===== src/common/tx_pkg.sv =====
package tx_pkg;

    // Default sizes, overridable from the top level
    // Bytes per packet
    localparam int PACKET_WIDTH    = 4;
    // Position tag width on every byte
    localparam int INDEX_WIDTH     = 2;
    // Preamble bits ahead of the payload
    localparam int PREAMBLE_LENGTH = 8;
    // Output level width, one bit per DAC pin
    localparam int DATA_WIDTH      = 8;
    // UART oversampling ratio
    localparam int CLKS_PER_BIT    = 16;
    // Clock cycles each output symbol is held
    localparam int SYMBOL_CYCLES   = 4;

    // Alternating pattern, leading one
    localparam logic [7:0] PREAMBLE = 8'b1010_1010;

    // Output levels
    // Full scale for a one
    localparam logic [DATA_WIDTH-1:0] LEVEL_HIGH = {DATA_WIDTH{1'b1}};
    // Zero for a zero
    localparam logic [DATA_WIDTH-1:0] LEVEL_LOW  = {DATA_WIDTH{1'b0}};
    // Midscale while nothing is sent
    localparam logic [DATA_WIDTH-1:0] LEVEL_IDLE = {1'b1, {(DATA_WIDTH - 1){1'b0}}};

    // One tagged byte of the frame, index in the upper bits
    typedef struct packed {
        logic [INDEX_WIDTH-1:0] index;
        logic [7:0]             data;
    } frame_field_t;

    // UART receiver states
    typedef enum logic [1:0] {
        RX_IDLE,
        RX_START,
        RX_DATA,
        RX_STOP
    } rx_state_t;

    // Modulator states
    typedef enum logic [1:0] {
        MOD_IDLE,
        MOD_LOAD,
        MOD_SYMBOL
    } mod_state_t;

endpackage


===== src/rtl/uart_rx.sv =====
`timescale 1ns/10ps
module uart_rx #(
    parameter int CLKS_PER_BIT = tx_pkg::CLKS_PER_BIT
) (
    input  logic       clk,
    input  logic       rst_n,
    input  logic       uart_in,
    output logic [7:0] rx_byte,
    output logic       rx_valid
);
    import tx_pkg::*;

    localparam int CNT_W = $clog2(CLKS_PER_BIT);
    // Sample point for the start bit re-check
    localparam logic [CNT_W-1:0] HALF_BIT = CNT_W'(CLKS_PER_BIT / 2 - 1);
    // Distance between bit centers
    localparam logic [CNT_W-1:0] FULL_BIT = CNT_W'(CLKS_PER_BIT - 1);

    logic [1:0]       sync_q;
    logic             rx_line;
    rx_state_t        state;
    logic [CNT_W-1:0] clk_cnt;
    logic [2:0]       bit_idx;
    logic             stop_wait;
    logic [7:0]       shift_q;

    // Two-flop synchronizer, idles high like the line
    always_ff @(posedge clk or negedge rst_n) begin
        if (!rst_n) begin
            sync_q <= 2'b11;
        end else begin
            sync_q <= {sync_q[0], uart_in};
        end
    end

    assign rx_line = sync_q[1];

    always_ff @(posedge clk or negedge rst_n) begin
        if (!rst_n) begin
            state     <= RX_IDLE;
            clk_cnt   <= '0;
            bit_idx   <= 3'd0;
            stop_wait <= 1'b0;
            rx_valid  <= 1'b0;
        end else begin
            rx_valid <= 1'b0;
            case (state)
                RX_IDLE: begin
                    clk_cnt <= '0;
                    // Falling edge, candidate start bit
                    if (!rx_line) begin
                        state <= RX_START;
                    end
                end
                RX_START: begin
                    if (clk_cnt == HALF_BIT) begin
                        clk_cnt <= '0;
                        bit_idx <= 3'd0;
                        // Still low at mid bit, otherwise a glitch
                        state   <= rx_line ? RX_IDLE : RX_DATA;
                    end else begin
                        clk_cnt <= clk_cnt + 1'b1;
                    end
                end
                RX_DATA: begin
                    if (clk_cnt == FULL_BIT) begin
                        clk_cnt <= '0;
                        bit_idx <= bit_idx + 3'd1;
                        if (bit_idx == 3'd7) begin
                            state <= RX_STOP;
                        end
                    end else begin
                        clk_cnt <= clk_cnt + 1'b1;
                    end
                end
                RX_STOP: begin
                    if (stop_wait) begin
                        // Bad stop bit, hold off until the line is back high
                        if (rx_line) begin
                            stop_wait <= 1'b0;
                            state     <= RX_IDLE;
                        end
                    end else if (clk_cnt == FULL_BIT) begin
                        clk_cnt <= '0;
                        if (rx_line) begin
                            rx_valid <= 1'b1;
                            state    <= RX_IDLE;
                        end else begin
                            stop_wait <= 1'b1;
                        end
                    end else begin
                        clk_cnt <= clk_cnt + 1'b1;
                    end
                end
                default: state <= RX_IDLE;
            endcase
        end
    end

    // Data bits arrive LSB first, shift in from the top
    always_ff @(posedge clk) begin
        if (state == RX_DATA && clk_cnt == FULL_BIT) begin
            shift_q <= {rx_line, shift_q[7:1]};
        end
    end

    // Stable from the stop bit until the next data bit
    assign rx_byte = shift_q;

endmodule


===== src/packet/packet_buffer.sv =====
`timescale 1ns/10ps
module packet_buffer #(
    parameter int PACKET_WIDTH = tx_pkg::PACKET_WIDTH
) (
    input  logic                      clk,
    input  logic                      rst_n,
    input  logic [7:0]                rx_byte,
    input  logic                      rx_valid,
    input  logic                      tx_done,
    output logic [PACKET_WIDTH*8-1:0] packet,
    output logic                      send,
    output logic                      overrun
);

    localparam int CNT_W = $clog2(PACKET_WIDTH + 1);

    logic [CNT_W-1:0] byte_cnt;
    logic             full;
    logic             accept;

    // Full from the last byte until the frame has gone out
    assign full   = (byte_cnt == CNT_W'(PACKET_WIDTH));
    assign accept = rx_valid && !full;

    always_ff @(posedge clk or negedge rst_n) begin
        if (!rst_n) begin
            byte_cnt <= '0;
            send     <= 1'b0;
            overrun  <= 1'b0;
        end else begin
            send <= 1'b0;
            if (tx_done) begin
                byte_cnt <= '0;
            end else if (accept) begin
                byte_cnt <= byte_cnt + 1'b1;
                // Last slot filled, hand the packet on
                if (byte_cnt == CNT_W'(PACKET_WIDTH - 1)) begin
                    send <= 1'b1;
                end
            end
            // Sticky, cleared by reset only
            if (rx_valid && full) begin
                overrun <= 1'b1;
            end
        end
    end

    // First byte lands in the top slot
    always_ff @(posedge clk) begin
        if (accept) begin
            packet[(PACKET_WIDTH - 1 - int'(byte_cnt)) * 8 +: 8] <= rx_byte;
        end
    end

endmodule


===== src/packet/packet_framer.sv =====
`timescale 1ns/10ps
module packet_framer #(
    parameter  int PACKET_WIDTH    = tx_pkg::PACKET_WIDTH,
    parameter  int INDEX_WIDTH     = tx_pkg::INDEX_WIDTH,
    parameter  int PREAMBLE_LENGTH = tx_pkg::PREAMBLE_LENGTH,
    localparam int FIELD_BITS      = 8 + INDEX_WIDTH,
    localparam int FRAME_BITS      = PREAMBLE_LENGTH + PACKET_WIDTH * FIELD_BITS
) (
    input  logic                      clk,
    input  logic                      rst_n,
    input  logic [PACKET_WIDTH*8-1:0] packet,
    input  logic                      send,
    input  logic                      tx_done,
    output logic [FRAME_BITS-1:0]     frame,
    output logic                      frame_ready
);
    import tx_pkg::*;

    frame_field_t          field_c;
    logic [FRAME_BITS-1:0] frame_next;

    // Frame layout, MSB first on the wire
    // Preamble on top, then field 0 down to field PACKET_WIDTH-1
    always_comb begin
        frame_next = '0;
        field_c    = '0;
        frame_next[FRAME_BITS-1 -: PREAMBLE_LENGTH] = PREAMBLE;
        for (int i = 0; i < PACKET_WIDTH; i++) begin
            // Tag each byte with its arrival position
            field_c.index = INDEX_WIDTH'(i);
            // Byte i sits in slot i counted from the top
            field_c.data  = packet[(PACKET_WIDTH - 1 - i) * 8 +: 8];
            frame_next[(PACKET_WIDTH - 1 - i) * FIELD_BITS +: FIELD_BITS] = field_c;
        end
    end

    // Ready level for the modulator
    always_ff @(posedge clk or negedge rst_n) begin
        if (!rst_n) begin
            frame_ready <= 1'b0;
        end else if (tx_done) begin
            frame_ready <= 1'b0;
        end else if (send) begin
            frame_ready <= 1'b1;
        end
    end

    // Frame held steady while it is being sent
    always_ff @(posedge clk) begin
        if (send && !frame_ready) begin
            frame <= frame_next;
        end
    end

endmodule


===== src/modulator/frame_serializer.sv =====
`timescale 1ns/10ps
module frame_serializer #(
    parameter int FRAME_BITS = tx_pkg::PREAMBLE_LENGTH
                             + tx_pkg::PACKET_WIDTH * (8 + tx_pkg::INDEX_WIDTH)
) (
    input  logic                  clk,
    input  logic                  rst_n,
    input  logic [FRAME_BITS-1:0] frame,
    input  logic                  load,
    input  logic                  shift,
    output logic                  serial_bit
);

    logic [FRAME_BITS-1:0] shift_q;

    // Parallel load wins over shift
    always_ff @(posedge clk or negedge rst_n) begin
        if (!rst_n) begin
            shift_q <= '0;
        end else if (load) begin
            shift_q <= frame;
        end else if (shift) begin
            // Zeros fill in behind the last bit
            shift_q <= {shift_q[FRAME_BITS-2:0], 1'b0};
        end
    end

    // MSB first
    assign serial_bit = shift_q[FRAME_BITS-1];

endmodule


===== src/modulator/symbol_modulator.sv =====
`timescale 1ns/10ps
module symbol_modulator #(
    parameter int FRAME_BITS    = tx_pkg::PREAMBLE_LENGTH
                                + tx_pkg::PACKET_WIDTH * (8 + tx_pkg::INDEX_WIDTH),
    parameter int SYMBOL_CYCLES = tx_pkg::SYMBOL_CYCLES,
    parameter int DATA_WIDTH    = tx_pkg::DATA_WIDTH
) (
    input  logic                  clk,
    input  logic                  rst_n,
    input  logic                  frame_ready,
    input  logic                  serial_bit,
    output logic                  load,
    output logic                  shift,
    output logic [DATA_WIDTH-1:0] wave,
    output logic                  tx_done,
    output logic                  tx_active
);
    import tx_pkg::*;

    localparam int CYC_W = $clog2(SYMBOL_CYCLES + 1);
    localparam int BIT_W = $clog2(FRAME_BITS + 1);
    localparam logic [CYC_W-1:0] LAST_CYC = CYC_W'(SYMBOL_CYCLES - 1);
    localparam logic [BIT_W-1:0] END_BIT  = BIT_W'(FRAME_BITS);

    mod_state_t       state;
    logic [CYC_W-1:0] cyc_cnt;
    logic [BIT_W-1:0] bit_cnt;
    logic             fetch;
    logic             frame_end;

    // All bits taken, last symbol in its final cycle
    assign frame_end = (bit_cnt == END_BIT);
    // Symbol start, take the current bit and advance the serializer
    assign fetch     = (state == MOD_SYMBOL) && (cyc_cnt == '0) && !frame_end;
    assign shift     = fetch;
    assign load      = (state == MOD_LOAD);

    always_ff @(posedge clk or negedge rst_n) begin
        if (!rst_n) begin
            state     <= MOD_IDLE;
            cyc_cnt   <= '0;
            bit_cnt   <= '0;
            wave      <= LEVEL_IDLE;
            tx_done   <= 1'b0;
            tx_active <= 1'b0;
        end else begin
            tx_done <= 1'b0;
            case (state)
                MOD_IDLE: begin
                    // frame_ready still high while tx_done is out
                    if (frame_ready && !tx_done) begin
                        state <= MOD_LOAD;
                    end
                end
                MOD_LOAD: begin
                    cyc_cnt <= '0;
                    bit_cnt <= '0;
                    state   <= MOD_SYMBOL;
                end
                MOD_SYMBOL: begin
                    if (frame_end) begin
                        wave      <= LEVEL_IDLE;
                        tx_active <= 1'b0;
                        tx_done   <= 1'b1;
                        state     <= MOD_IDLE;
                    end else begin
                        if (fetch) begin
                            wave      <= serial_bit ? LEVEL_HIGH : LEVEL_LOW;
                            tx_active <= 1'b1;
                        end
                        // Symbol boundary
                        if (cyc_cnt == LAST_CYC) begin
                            cyc_cnt <= '0;
                            bit_cnt <= bit_cnt + 1'b1;
                        end else begin
                            cyc_cnt <= cyc_cnt + 1'b1;
                        end
                    end
                end
                default: state <= MOD_IDLE;
            endcase
        end
    end

endmodule


===== src/rtl/packet_transmitter.sv =====
`timescale 1ns/10ps
module packet_transmitter #(
    parameter int PACKET_WIDTH    = tx_pkg::PACKET_WIDTH,
    parameter int INDEX_WIDTH     = tx_pkg::INDEX_WIDTH,
    parameter int PREAMBLE_LENGTH = tx_pkg::PREAMBLE_LENGTH,
    parameter int DATA_WIDTH      = tx_pkg::DATA_WIDTH,
    parameter int CLKS_PER_BIT    = tx_pkg::CLKS_PER_BIT,
    parameter int SYMBOL_CYCLES   = tx_pkg::SYMBOL_CYCLES
) (
    input  logic                  clk,
    input  logic                  rst_n,
    input  logic                  uart_in,
    output logic [DATA_WIDTH-1:0] wave,
    output logic                  tx_active,
    output logic                  overrun
);

    // Preamble plus one tagged field per byte
    localparam int FRAME_BITS = PREAMBLE_LENGTH + PACKET_WIDTH * (8 + INDEX_WIDTH);

    // UART to buffer
    logic [7:0]                rx_byte;
    logic                      rx_valid;
    // Buffer to framer
    logic [PACKET_WIDTH*8-1:0] packet;
    logic                      send;
    // Framer to serializer and modulator
    logic [FRAME_BITS-1:0]     frame;
    logic                      frame_ready;
    // Modulator and serializer loop
    logic                      load;
    logic                      shift;
    logic                      serial_bit;
    // End of frame, back to framer and buffer
    logic                      tx_done;

    uart_rx #(
        .CLKS_PER_BIT(CLKS_PER_BIT)
    ) u_uart_rx (
        .clk     (clk),
        .rst_n   (rst_n),
        .uart_in (uart_in),
        .rx_byte (rx_byte),
        .rx_valid(rx_valid)
    );

    packet_buffer #(
        .PACKET_WIDTH(PACKET_WIDTH)
    ) u_packet_buffer (
        .clk     (clk),
        .rst_n   (rst_n),
        .rx_byte (rx_byte),
        .rx_valid(rx_valid),
        .tx_done (tx_done),
        .packet  (packet),
        .send    (send),
        .overrun (overrun)
    );

    packet_framer #(
        .PACKET_WIDTH   (PACKET_WIDTH),
        .INDEX_WIDTH    (INDEX_WIDTH),
        .PREAMBLE_LENGTH(PREAMBLE_LENGTH)
    ) u_packet_framer (
        .clk        (clk),
        .rst_n      (rst_n),
        .packet     (packet),
        .send       (send),
        .tx_done    (tx_done),
        .frame      (frame),
        .frame_ready(frame_ready)
    );

    frame_serializer #(
        .FRAME_BITS(FRAME_BITS)
    ) u_frame_serializer (
        .clk       (clk),
        .rst_n     (rst_n),
        .frame     (frame),
        .load      (load),
        .shift     (shift),
        .serial_bit(serial_bit)
    );

    symbol_modulator #(
        .FRAME_BITS   (FRAME_BITS),
        .SYMBOL_CYCLES(SYMBOL_CYCLES),
        .DATA_WIDTH   (DATA_WIDTH)
    ) u_symbol_modulator (
        .clk        (clk),
        .rst_n      (rst_n),
        .frame_ready(frame_ready),
        .serial_bit (serial_bit),
        .load       (load),
        .shift      (shift),
        .wave       (wave),
        .tx_done    (tx_done),
        .tx_active  (tx_active)
    );

endmodule


===== config.mk =====
export PLATFORM = sky130hd
export DESIGN_NAME = packet_transmitter
export DESIGN_NICKNAME = d
export VERILOG_FILES = /design/src/common/tx_pkg.sv /design/src/rtl/uart_rx.sv /design/src/packet/packet_buffer.sv /design/src/packet/packet_framer.sv /design/src/modulator/frame_serializer.sv /design/src/modulator/symbol_modulator.sv /design/src/rtl/packet_transmitter.sv
export SDC_FILE = /design/constraint.sdc
export NUM_CORES = 1
export LEC_CHECK = 0
export BUFFER_PORTS_ARGS = -buffer_cell sky130_fd_sc_hd__clkbuf_2
export CORE_ASPECT_RATIO = 1.4
export CORE_MARGIN = 1.5
export CORE_UTILIZATION = 25
export CTS_BUF_LIST = sky130_fd_sc_hd__clkbuf_16
export DETAILED_ROUTE_END_ITERATION = 6
export MAX_ROUTING_LAYER = met4
export SYNTH_ARGS = -nofsm -noshare
export SYNTH_HDL_FRONTEND = slang
export SYNTH_SLANG_ARGS = --single-unit

===== constraint.sdc =====
create_clock -name clk -period 2.38 [get_ports clk]
set_input_delay 0 -clock clk [delete_from_list [all_inputs] [get_ports clk]]
set_output_delay 0 -clock clk [all_outputs]
set_load 0.1 [all_outputs]

Yosys cells after proc, flatten, opt, wreduce, memory -nomap -nowiden
Index checks and enable logic that the tools add are counted.

Register bits after elaboration: 160. Input port bits: 3. Output and inout bits: 10.

Add/sub/neg operators: 7. Equality and inequality tests: 22. Shifts and indexed selects: 2. Mux-type cells: 49. Reduce and logical (&&, ||, !) cells: 26.

Operators by type and width (number): 2-to-1 mux 48 bit (2); negator 32 -> 33 bit (1); variable shift 8 x 33 -> 32 bit, first input constant (1); indexed part select 8 x 33 -> 32 bit (1); bitwise mux 32 bit (1); 2-to-1 mux 8 bit (3); 2-to-1 mux 2 bit (10); 2-to-1 mux 3 bit (6); 2-to-1 mux 1 bit (16); one-hot mux 4 bit (4 select lines) (1); 2-to-1 mux 4 bit (3); 2-to-1 mux 6 bit (2); one-hot mux 3 bit (2 select lines) (2); one-hot mux 6 bit (2 select lines) (1); nonzero test 2 bit (6); inequality test 2 x 1 -> 1 bit, second input constant (5); adder 3 x 1 -> 3 bit, second input constant (3); inequality test 2 bit, second input constant (4); one-hot mux 2 bit (4 select lines) (1); logical AND 1 bit (7); adder 6 x 1 -> 6 bit, second input constant (1); == test 2 bit, second input constant (3); == test 3 x 2 -> 1 bit, second input constant (2); == test 3 bit, second input constant (2); 14 further kinds (22).

Depth between registers and ports, before layout
Word-level depth: 5. Gate-level depth with buffers: 9.

Cells and area by module
From an unflattened synthesis, not the netlist that was laid out.

Cells, all modules: 541. Area, all modules: 6847.8 um^2.

Modules (own cells, without submodules): frame_serializer (instances 1, cells each 208, area each 2237.1 um^2, sequential area each 1201.2 um^2); packet_buffer (instances 1, cells each 106, area each 1630.3 um^2, sequential area each 1086.0 um^2); packet_framer (instances 1, cells each 53, area each 1129.8 um^2, sequential area each 985.9 um^2); uart_rx (instances 1, cells each 84, area each 962.2 um^2, sequential area each 568.0 um^2); symbol_modulator (instances 1, cells each 90, area each 888.4 um^2, sequential area each 376.6 um^2).

Worst setup path before layout
OpenSTA, ideal clock, no wires.

Path kind: register -> register. From: register u_packet_buffer.byte_cnt[0]. To: register u_packet_buffer.packet[24], enable pin. Data arrival time: 2.230 ns. Slack: -0.245 ns. Cell stages (with the launch flop): 7. Period minus slack after synthesis: 2.625 ns. Cells stage by stage: dfrtp_1 clkbuf_1 inv_1 ha_1 a21boi_1 nand3_1 nor4_1.

Word-level cells in the longest chain between the ends: 3.

RTL lines: start, declared (RTL line packet_buffer.sv:17) `logic [CNT_W-1:0] byte_cnt;`; start signal, assigned (RTL line packet_buffer.sv:35) `byte_cnt <= byte_cnt + 1'b1;`; == test 3 bit (RTL line packet_buffer.sv:22) `assign full = (byte_cnt == CNT_W'(PACKET_WIDTH));`; zero test 1 bit (RTL line packet_buffer.sv:23) `assign accept = rx_valid && !full;`; logical AND 1 bit (RTL line packet_buffer.sv:23); end signal, assigned by index (RTL line packet_buffer.sv:51) `packet[(PACKET_WIDTH - 1 - int'(byte_cnt)) * 8 +: 8] <= rx_byte;`; end, declared (RTL line packet_buffer.sv:10) `output logic [PACKET_WIDTH*8-1:0] packet,`.

Every way passes these cells. A chain may end at the register's enable or synchronous reset.

Final worst setup path
From: register u_packet_buffer.byte_cnt[0]. To: register u_packet_buffer.packet[22], data pin.

Word-level cells in the longest chain between the ends: 4.

RTL lines (RTL line): subtractor 2 x 3 -> 4 bit * (packet_buffer.sv:51); negator 32 -> 33 bit * (packet_buffer.sv:51); indexed part select 8 x 33 -> 32 bit or variable shift 8 x 33 -> 32 bit (tied branches) (packet_buffer.sv:51); bitwise mux 32 bit * (packet_buffer.sv:51).

Mark *: on every way between the ends. The rest lies on a longest branch, timed or not.

==> tab_implementation.tex <==
\begin{tabular}{lr}
\hline
Metric & Value \\
\hline
\multicolumn{2}{l}{\textbf{Synth}} \\
Part of the Yosys area used for sequential elements & 63.89\% \\
Synth Area in Compound Gates & 6.766\% \\
Count of flip-flops with a built-in enable after synthesis & 72 \\
Main combinational cell family by area after synthesis & simple AND/OR/NAND/NOR gates \\
Cells taking the most area after synthesis & sky130\_fd\_sc\_hd\_\_edfxtp\_1 33\%, sky130\_fd\_sc\_hd\_\_dfrtp\_1 30\%, sky130\_fd\_sc\_hd\_\_mux2i\_1 7.9\% \\
Netlist area before placement & 6601 um\^{}2 \\
Cell type with the highest aggregate area in the netlist & sky130\_fd\_sc\_hd\_\_edfxtp\_1 \\
Multiplexer area fraction after synthesis & 8.226\% \\
Syn\_nets & 538 \\
Fraction of registers with async set or reset after synthesis & 53.25\% \\
Post-Synth Adder-Cell Area & 3.980\% \\
Fraction of the mapped netlist area in simple logic gates & 12.93\% \\
Unique cell type count in the Yosys netlist & 52 \\
Post-synth top area share & 32.75\% \\
Synthesized netlist cell count & 514 \\
Predominant post-synthesis flop cell & sky130\_fd\_sc\_hd\_\_dfrtp\_1 \\
Post-Synth XOR/XNOR Area & 0.2654\% \\
Post-synthesis average cell area & 12.84 um\^{}2 \\
Post-synthesis register bit count & 154 \\
Number of warnings reported in the yosys synthesis log & 0 \\
\multicolumn{2}{l}{\textbf{Final layout}} \\
Non-filler instance count after layout & 874 \\
Number of diodes & 0 \\
Fraction of layout cells with a size suffix above 1 & 12.73\% \\
Number of nets in the layout & 561 \\
Filler Cells Inserted & 2595 \\
Commonest cells after routing, fill and taps aside & 79 x sky130\_fd\_sc\_hd\_\_dfrtp\_1, 72 x sky130\_fd\_sc\_hd\_\_edfxtp\_1, 59 x sky130\_fd\_sc\_hd\_\_nor2\_1, 52 x sky130\_fd\_sc\_hd\_\_mux2i\_1, 40 x sky130\_fd\_sc\_hd\_\_a21oi\_1 \\
Synthesis-to-layout area growth & 15.18\% \\
Most frequent standard cell in the layout excluding fill and tap cells & sky130\_fd\_sc\_hd\_\_dfrtp\_1 \\
\multicolumn{2}{l}{\textbf{Setup path}} \\
Type of destination of the critical path & register \\
Launch point of the worst path & u\_packet\_buffer.byte\_cnt[0] \\
Cell seen most often among critical-path stages & sky130\_fd\_sc\_hd\_\_ha\_1 \\
Startpoint-to-endpoint class of the critical path & register to register \\
Beginning of the worst register-to-register path & u\_packet\_buffer.byte\_cnt[0] \\
Endpoint of the lowest-slack register-to-register path & u\_packet\_buffer.packet[22] \\
Cells along the critical path & ha\_1, inv\_1, ha\_1, nand2b\_1, nor2\_1, and2\_1 \\
CP max stage delay & 0.55 ns \\
Maximum fanout along the worst path & 10 \\
Data arrival, critical path & 2.35 ns \\
Number of cell instances on the worst register-to-register path & 6 \\
Req. time, crit path & 2.66 ns \\
R2R setup slack & 0.31 ns \\
Type of element launching the critical path & register \\
Max stage delay cell, worst path & sky130\_fd\_sc\_hd\_\_dfrtp\_1 \\
\multicolumn{2}{l}{\textbf{STA}} \\
Slew Limit Fails & 0 \\
Post-route worst setup slack & 0.3107 ns \\
Setup skew after layout & 0.007672 ns \\
Sum Neg Setup Slack & 0 ns \\
Maximum clock rate & 483.2 MHz \\
Remaining max-slew budget at the tightest pin & 54.57\% \\
Hold Violations, Final & 0 \\
Worst-Margin Slew & 0.6814 ns \\
Final setup vio count & 0 \\
Min cycle time layout & 2.069 ns \\
Unrepaired setup endpoints after global routing & false \\
Final critical-path share of the clock period & 86.95\% \\
\multicolumn{2}{l}{\textbf{Clock tree}} \\
H-tree depth & 4 \\
Root buffer cell & sky130\_fd\_sc\_hd\_\_clkbuf\_16 \\
Number of buffers created by CTS & 17 \\
CTS max path bufs & 2 \\
TritonCTS clock tree & yes \\
Clk\_lat worst skew & 0.42 ns \\
Worst-path clk slew & 0.06 ns \\
Resize count post-CTS & 0 \\
Clock sink count & 154 \\
\multicolumn{2}{l}{\textbf{Drt}} \\
Total number of vias & 3673 \\
Drt wl/cell & 11.78 um \\
Routed via count divided by cell count & 4.203 \\
TritonRoute pass-1 iters & 4 \\
Antenna viol nets, final & 0 \\
Iteration-0 DRC count of the detailed router & 180 \\
Detailed-route wire length & 10.29 mm \\
Post-route DRC & 0 \\
\multicolumn{2}{l}{\textbf{Power and ir drop}} \\
Max IR drop VDD & 0.0004286 V \\
Power density over the cells & 769.7 nW/um\^{}2 \\
Leak pwr & 2.981 nW \\
Power Total & 0.005852 W \\
\multicolumn{2}{l}{\textbf{Floorplanning}} \\
Starting Density & 25.38\% \\
Core area & 26010 um\^{}2 \\
Number of top-level pins & 13 \\
Row cnt & 70 \\
Horizontal die dimension & 140.3 um \\
Die outline area & 27400 um\^{}2 \\
Die height & 195.3 um \\
\multicolumn{2}{l}{\textbf{Global route}} \\
Vias in the first global route & 3825 \\
Global-route wire length before repair & 18.11 mm \\
Antenna violations before repair & 0 \\
GR Util All Layers & 8.574\% \\
Maximum number of pins on one net before global-route repair & 50 \\
Grt ovf & 0 \\
\multicolumn{2}{l}{\textbf{Hold path}} \\
Type of the tightest min-delay check & input port to async pin \\
\multicolumn{2}{l}{\textbf{Placed design}} \\
Placed insts & 840 \\
Setup Slack @ Placement & 0.3314 ns \\
Quantity of I/O buffers inserted on ports & 12 \\
Final weighted congestion in routability-driven placement & 0.7656 \\
Estimated wirelength of the detail-placed design & 6.931 mm \\
\multicolumn{2}{l}{\textbf{Outcome}} \\
Result of the run & complete, no violations \\
\multicolumn{2}{l}{\textbf{Flow run}} \\
Number of maximum-capacitance constraint violations & 0 \\
\hline
\end{tabular}
-- kinds of logic after synthesis --
group	after synthesis
multiplexers	54
XOR/XNOR	2
flip-flops	154
buffers and inverters	41
adder cells (fa/ha/maj)	21
AND/OR/NAND/NOR	167
AO/OA/AOI/OAI	75
-- power breakdown --
| group | internal (W) | switching [W] | total [W] |
|---|---|---|---|
| clock network | 0.00157 | 0.000996 | 0.00257 |
| logic | 0.000191 | 0.000246 | 0.000437 |
| registers | 0.00281 | 0.0000343 | 0.00285 |
| total | 0.00458 | 0.00128 | 0.00585 |
-- routing by layer --
| metal | track usage, % | share of wire (%) |
|---|---|---|
| met2 | 15.05 | 53 |
| met1 | 8.610 | 42 |
| met5 | - | 0 |
| met3 | 2.501 | 2.7 |
| met4 | 4.366 | 2.7 |
-- worst max-delay path: cells and delay by family (launching register included) --
family	cells	cell delay, ns
and+or+nand+nor	3	0.68
adders and majority gates	2	0.64
DFF	1	0.55
buffers and inverters	1	0.06
-- sequential cells by signal, summed over array words and instances (netlist names), 4 cells and up, named ones only --
| signal | cells |
|---|---|
| u_packet_framer.frame | 32 |
| u_uart_rx.clk_cnt | 4 |
| u_frame_serializer.shift_q | 48 |
| u_packet_buffer.packet | 32 |
| u_symbol_modulator.bit_cnt | 6 |
| u_uart_rx.rx_byte | 8 |
-- stage by stage --
stage	hold WS [ns]	cell area, um^2	util [%]
after global routing	0.2330	7604	29.23
after detailed placement	0.09160	7017	26.97
after floorplan	-0.2956	6613	-
after global placement	0.08977	7017	26.97
after CTS	0.2106	7604	29.23
final	0.1697	7604	29.23
-- area by class of cell --
| type | count | area [um^2] | area share, % |
|---|---|---|---|
| clock buffer | 18 | 450.4 | 5.924 |
| clock inverter | 14 | 116.4 | 1.530 |
| inverter | 17 | 63.81 | 0.8392 |
| multi-input combinational | 319 | 2137 | 28.11 |
| sequential | 154 | 4218 | 55.47 |
| tap | 324 | 405.4 | 5.332 |
| timing repair buffer | 28 | 212.7 | 2.797 |
-- timing repair --
action                                 CTS  global route
endpoints found under the hold margin   45             0
setup endpoints to repair                0             0
hold buffers                             2             0
buffers inserted                         0             0
-- worst max-delay path by stage --
stage | end | slack (ns) | cells after the start
after global placement | u_packet_buffer.packet[25] | 0.40 | 5
final | u_packet_buffer.packet[22] | 0.31 | 6
after detailed placement | u_packet_buffer.packet[22] | 0.33 | 6
after CTS | u_packet_buffer.packet[22] | 0.31 | 6
after floorplan | u_packet_buffer.packet[24] | 0.03 | 6
after global routing | u_packet_buffer.packet[22] | 0.14 | 6
-- Yosys cell counts, drive strengths merged, types with 2 or more instances --
| library cell | instances |
|---|---|
| nand3 | 9 |
| clkbuf | 12 |
| inv | 17 |
| nand2 | 27 |
| and2 | 37 |
| a21oi | 41 |
| nor2 | 59 |
| o31ai | 2 |
| and4b | 3 |
| o21ai | 15 |
| dfstp | 3 |
| buf | 12 |
| ha | 21 |
| a21boi | 2 |
| a32o | 3 |
| nor3b | 3 |
| and4bb | 2 |
| nor2b | 3 |
| nor4 | 4 |
| or2 | 2 |
| o22ai | 2 |
| dfrtp | 79 |
| nor3 | 5 |
| edfxtp | 72 |
| mux2 | 2 |
| nand3b | 2 |
| mux2i | 52 |
| nand2b | 8 |
Note: power is estimated with default switching activity, not from simulation.
